**config.mk**
```make
export PLATFORM = sky130hd
export DESIGN_NAME = lsu
export DESIGN_NICKNAME = d
export VERILOG_FILES = /design/src/verilog/mem_stage_pkg.sv /design/src/verilog/lsu.sv
export SDC_FILE = /design/constraint.sdc
export NUM_CORES = 1
export LEC_CHECK = 0
export BUFFER_PORTS_ARGS = -buffer_cell sky130_fd_sc_hd__buf_4
export CORE_AREA = 2 2 187 189
export DETAILED_ROUTE_END_ITERATION = 8
export DIE_AREA = 0 0 189 191
export GPL_ROUTABILITY_DRIVEN = 0
export PLACE_DENSITY = 0.34
export SYNTH_ARGS = -nofsm -noshare
export SYNTH_HDL_FRONTEND = slang
export SYNTH_SLANG_ARGS = --single-unit
```
**constraint.sdc**
```tcl
create_clock -name vclk -period 1.93
set_clock_uncertainty 0.15 [all_clocks]
set_input_delay 0.386 -clock vclk [all_inputs]
set_output_delay 0.386 -clock vclk [all_outputs]
set_load 0.05 [all_outputs]
```
**src/verilog/mem_stage_pkg.sv**
```systemverilog
`default_nettype none

package mem_stage_pkg;

    typedef enum logic [3:0] {
        LS_SEL_NONE = 4'd0,
        LS_SEL_LB   = 4'd1,
        LS_SEL_LBU  = 4'd2,
        LS_SEL_LH   = 4'd3,
        LS_SEL_LHU  = 4'd4,
        LS_SEL_LW   = 4'd5,
        LS_SEL_SB   = 4'd6,
        LS_SEL_SH   = 4'd7,
        LS_SEL_SW   = 4'd8
    } ls_sel_e;

    localparam int RAM_WORDS = 256;
    localparam int RAM_AW    = $clog2(RAM_WORDS);

    // Execute-stage bundle entering the memory stage.
    typedef struct packed {
        logic [31:0] pc;
        logic [31:0] alu_res;      // Also the data address.
        logic [31:0] rt_data;      // Store data.
        logic        ls_ena;
        ls_sel_e     ls_sel;
        logic        w_reg_ena;
        logic [4:0]  w_reg_dst;
        logic        wb_reg_sel;   // 1 selects load data.
        logic [1:0]  w_hilo_ena;   // Bit 1 hi, bit 0 lo.
        logic [31:0] hi_res;
        logic [31:0] lo_res;
    } ex_bundle_t;

    typedef struct packed {
        logic        en;
        logic [3:0]  wen;          // One bit per byte lane.
        logic [31:0] addr;
        logic [31:0] wdata;
    } ram_req_t;

    typedef struct packed {
        logic [31:0] pc;
        logic        w_reg_ena;
        logic [4:0]  w_reg_dst;
        logic [31:0] w_data;
        logic [1:0]  w_hilo_ena;
        logic [31:0] hi_res;
        logic [31:0] lo_res;
    } wb_bundle_t;

    // One data word seen whole, by halfword or by byte lane.
    typedef union packed {
        logic [31:0]      word;
        logic [1:0][15:0] half;
        logic [3:0][7:0]  bytes;
    } ram_word_u;

endpackage

`default_nettype wire

```
**src/verilog/lsu.sv**
```systemverilog
`timescale 1ns/10ps
`default_nettype none

module lsu (
    input  mem_stage_pkg::ex_bundle_t ex,
    input  mem_stage_pkg::ex_bundle_t ex_mem,
    input  logic [31:0]               ram_rdata,
    output mem_stage_pkg::ram_req_t   ram_req,
    output logic [31:0]               mem_r_data
);

    mem_stage_pkg::ram_word_u wr_word;
    mem_stage_pkg::ram_word_u rd_word;
    logic [1:0]               st_off;
    logic [3:0]               st_wen;
    logic [1:0]               ld_off;
    logic [7:0]               ld_byte;
    logic [15:0]              ld_half;
    logic [31:0]              ld_value;

    assign st_off = ex.alu_res[1:0];

    always_comb begin
        wr_word.word = ex.rt_data;
        st_wen       = 4'b0000;
        case (ex.ls_sel)
            mem_stage_pkg::LS_SEL_SB: begin
                wr_word.bytes = {4{ex.rt_data[7:0]}};   // Same byte on every lane.
                st_wen        = 4'b0001 << st_off;
            end
            mem_stage_pkg::LS_SEL_SH: begin
                wr_word.half = {2{ex.rt_data[15:0]}};
                st_wen       = 4'b0011 << {st_off[1], 1'b0};
            end
            mem_stage_pkg::LS_SEL_SW: begin
                st_wen = 4'b1111;
            end
            default: begin
                st_wen = 4'b0000;                        // Loads and no-ops write nothing.
            end
        endcase
    end

    always_comb begin
        ram_req.en    = ex.ls_ena;
        ram_req.wen   = st_wen & {4{ex.ls_ena}};
        ram_req.addr  = ex.alu_res;
        ram_req.wdata = wr_word.word;
    end

    // Memory side lines up with the word returned by the RAM.
    assign rd_word.word = ram_rdata;
    assign ld_off       = ex_mem.alu_res[1:0];
    assign ld_byte      = rd_word.bytes[ld_off];
    assign ld_half      = rd_word.half[ld_off[1]];

    always_comb begin
        case (ex_mem.ls_sel)
            mem_stage_pkg::LS_SEL_LB: begin
                ld_value = {{24{ld_byte[7]}}, ld_byte};
            end
            mem_stage_pkg::LS_SEL_LBU: begin
                ld_value = {24'h000000, ld_byte};
            end
            mem_stage_pkg::LS_SEL_LH: begin
                ld_value = {{16{ld_half[15]}}, ld_half};
            end
            mem_stage_pkg::LS_SEL_LHU: begin
                ld_value = {16'h0000, ld_half};
            end
            mem_stage_pkg::LS_SEL_LW: begin
                ld_value = rd_word.word;
            end
            default: begin
                ld_value = 32'h0000_0000;                // Stores return nothing.
            end
        endcase
    end

    assign mem_r_data = ex_mem.ls_ena ? ld_value : 32'h0000_0000;

endmodule

`default_nettype wire

```
==> impl_metrics.py <==
metrics = {
    "critical_path": {
        "crit_buf_inv": 3,
        "cp_slowest_cell": "mux4_2",
        "cp_max_fo": 3,
        "cp_top_family": "multiplexers",
        "max_stage_delay_ns": 0.53,
        "arrival_ns": 1.79,
        "required_ns": 1.39,
        "crit_top_cell": "buf_8",
        "startpoint_type": "primary input",
        "crit_cells": 7,
        "path_cells": "buf_8 -> mux4_2 -> nand4_4 -> nor3b_4 -> buf_4 -> a221o_2 -> buf_8",
        "crit_path_end_kind": "output port",
        "worstSetupPathType": "primary input to output port",
    },
    "route": {
        "initialDrtViolationCount": 81,
        "via_per_inst": 2.87,
        "wire_per_inst_um": 15.8,
        "vias": 2466,
        "drt_first_pass_iters": 4,
        "drc": 0,
        "ant_nets": 0,
        "drt-total-wl_mm": 13.5,
    },
    "worst_hold_path": {
        "whs_path_depth": 0,
        "hold_class": "primary input to output port",
    },
    "layout": {
        "final_area_mm2": 0.00505,
        "drive_gt1_share_pct": 87.1,
        "n_fill_cell": 3836,
        "utilization_pct": 14.8,
        "clock_buffers": 0,
        "ff_latch_area_um2": 0,
        "syn2layout_area_growth_pct": 224,
        "nNetsFinal": 785,
        "nFlopsAndLatches": 0,
        "diodes": 0,
    },
    "sta": {
        "max_freq_mhz": 431,
        "timing.final.crit_period_ns": 2.32,
        "setup_viol": 51,
        "max-slew-margin-rel_pct": 74.6,
        "hold_viol": 0,
        "tns_ns": -9.86,
        "slew_viol_final": 0,
        "grt_setup_unrepaired": "yes",
        "post-route-period-util_pct": 120,
        "worstMarginPinSlew_ns": 0.371,
        "fin_ws_ns": -0.391,
    },
    "synthesis": {
        "synth_area_mm2": 0.00156,
        "syn-num-nets": 620,
        "yosysWarnings": 0,
        "ys_seq_area_share_pct": 0,
        "synth_cell_type_count": 34,
        "syn_avg_cell_area_um2": 6.50,
        "netlist_instances": 240,
    },
    "power": {
        "power.total_mw": 1.17,
        "irDropWorstVdd_mv": 0.0987,
        "power.density_mw_per_mm2": 231,
        "leakage_nw": 2.04,
    },
    "clock_tree": {
        "holdBufCountCts": 0,
    },
    "status": {
        "outcome": "finished with violations",
        "violations": "negative setup slack",
    },
    "grt": {
        "grt_pass1_vias": 2648,
        "grt_use_total_pct": 7.04,
        "grt_overflow_total": 0,
        "antenna_found_initial": 0,
        "grt_max_degree": 10,
        "grt_pass1_wl_mm": 18.9,
    },
    "floorplan": {
        "die_h_um": 191,
        "fp.dieW_um": 189,
        "std_cell_rows": 68,
        "coreArea_mm2": 0.0341,
        "start_util_pct": 4.57,
        "io_pins": 481,
        "die_area_mm2": 0.0361,
    },
    "placed_design": {
        "io_buffers": 149,
        "dpl_cell_area_mm2": 0.00381,
        "post-place-ws_ns": -0.454,
        "dp_hpwl_mm": 11.5,
    },
    "run": {
        "maxCapViolations": 0,
    },
}
cell families after synthesis:
| kind of cell | Yosys count | synth area share [%] |
|---|---|---|
| XOR/XNOR | 1 | 0.562 |
| AO/OA/AOI/OAI | 61 | 24.6 |
| buffers and inverters | 58 | 25.1 |
| multiplexers | 32 | 22.8 |
| AND/OR/NAND/NOR | 88 | 27.0 |
final cells by class:
type	count	area, um^2	share of cell area [%]
Timing Repair Buffer	220	2320	46.0
Inverter	1	11.3	0.223
Multi-Input combinational cell	182	2140	42.5
Tap cell	455	569	11.3
cells in the final DEF (no fill, tap or decap), types with 2 or more instances in the layout:
master     count
o21ai_4        8
buf_8         31
nor3b_4        3
nand2_4       24
buf_16         2
nor2b_1        2
a2bb2oi_4      6
nand3_4        2
nand2b_1       2
buf_6         60
nand3b_1       2
nor2_1        10
buf_12        14
mux4_2         2
o21ai_2        6
a21oi_4       25
nand2_1       12
mux2i_1       19
mux2_4         8
nand2_2       14
nor2b_4        3
nor2_4         4
buf_4        113
a221o_2        9
mux2i_2        3
power by group:
group / switching, mW / leakage [nW] / total, mW / internal (mW)
registers: 0 / 0 / 0 / 0
clock network: 0 / 0 / 0 / 0
logic: 0.634 / 2.04 / 1.17 / 0.531
total: 0.634 / 2.04 / 1.17 / 0.531
repair_timing:
action | in CTS | in global routing
resized for setup | 191 | 68
buffers inserted | 15 | 6
endpoints found under the hold margin | 0 | 0
pin swaps | 30 | 31
endpoints found under the setup margin | 60 | 58
gates cloned | 3 | 0
layer usage:
layer,global-route usage [%],part of all wire (%),vias up
met4,0.331,0.98,0
met1,6.48,31,1159
met3,2.31,10,12
met2,15.2,58,153
li1,-,-,1142
met5,0,0,-
stage by stage:
step | cells | hold WS, ns
3_5_place_dp | 839 | 0.622
3_3_place_gp | 839 | 0.622
6_report | 858 | 0.622
5_1_grt | 858 | 0.622
2_1_floorplan | 240 | 0.777
4_1_cts | 857 | 0.622
cell usage after synthesis (3+ instances only):
| cell type | count | area (um^2) |
|---|---|---|
| nand2_1 | 51 | 191 |
| buf_4 | 41 | 308 |
| a21oi_1 | 25 | 125 |
| mux2i_1 | 22 | 220 |
| o21ai_0 | 16 | 80.1 |
| nor2_1 | 13 | 48.8 |
| a221o_1 | 9 | 90.1 |
| buf_2 | 9 | 45.0 |
| mux2_2 | 8 | 90.1 |
| a2bb2oi_1 | 7 | 61.3 |
| clkbuf_1 | 5 | 18.8 |
| nor2b_1 | 5 | 31.3 |
| nand2b_1 | 3 | 18.8 |
worst paths after layout:
check	start	endpoint	slack, ns
max	ex_mem[111]	mem_r_data[13]	-0.39
min	ex[116]	ram_req[38]	0.62
(Power assumes the default switching activity.)
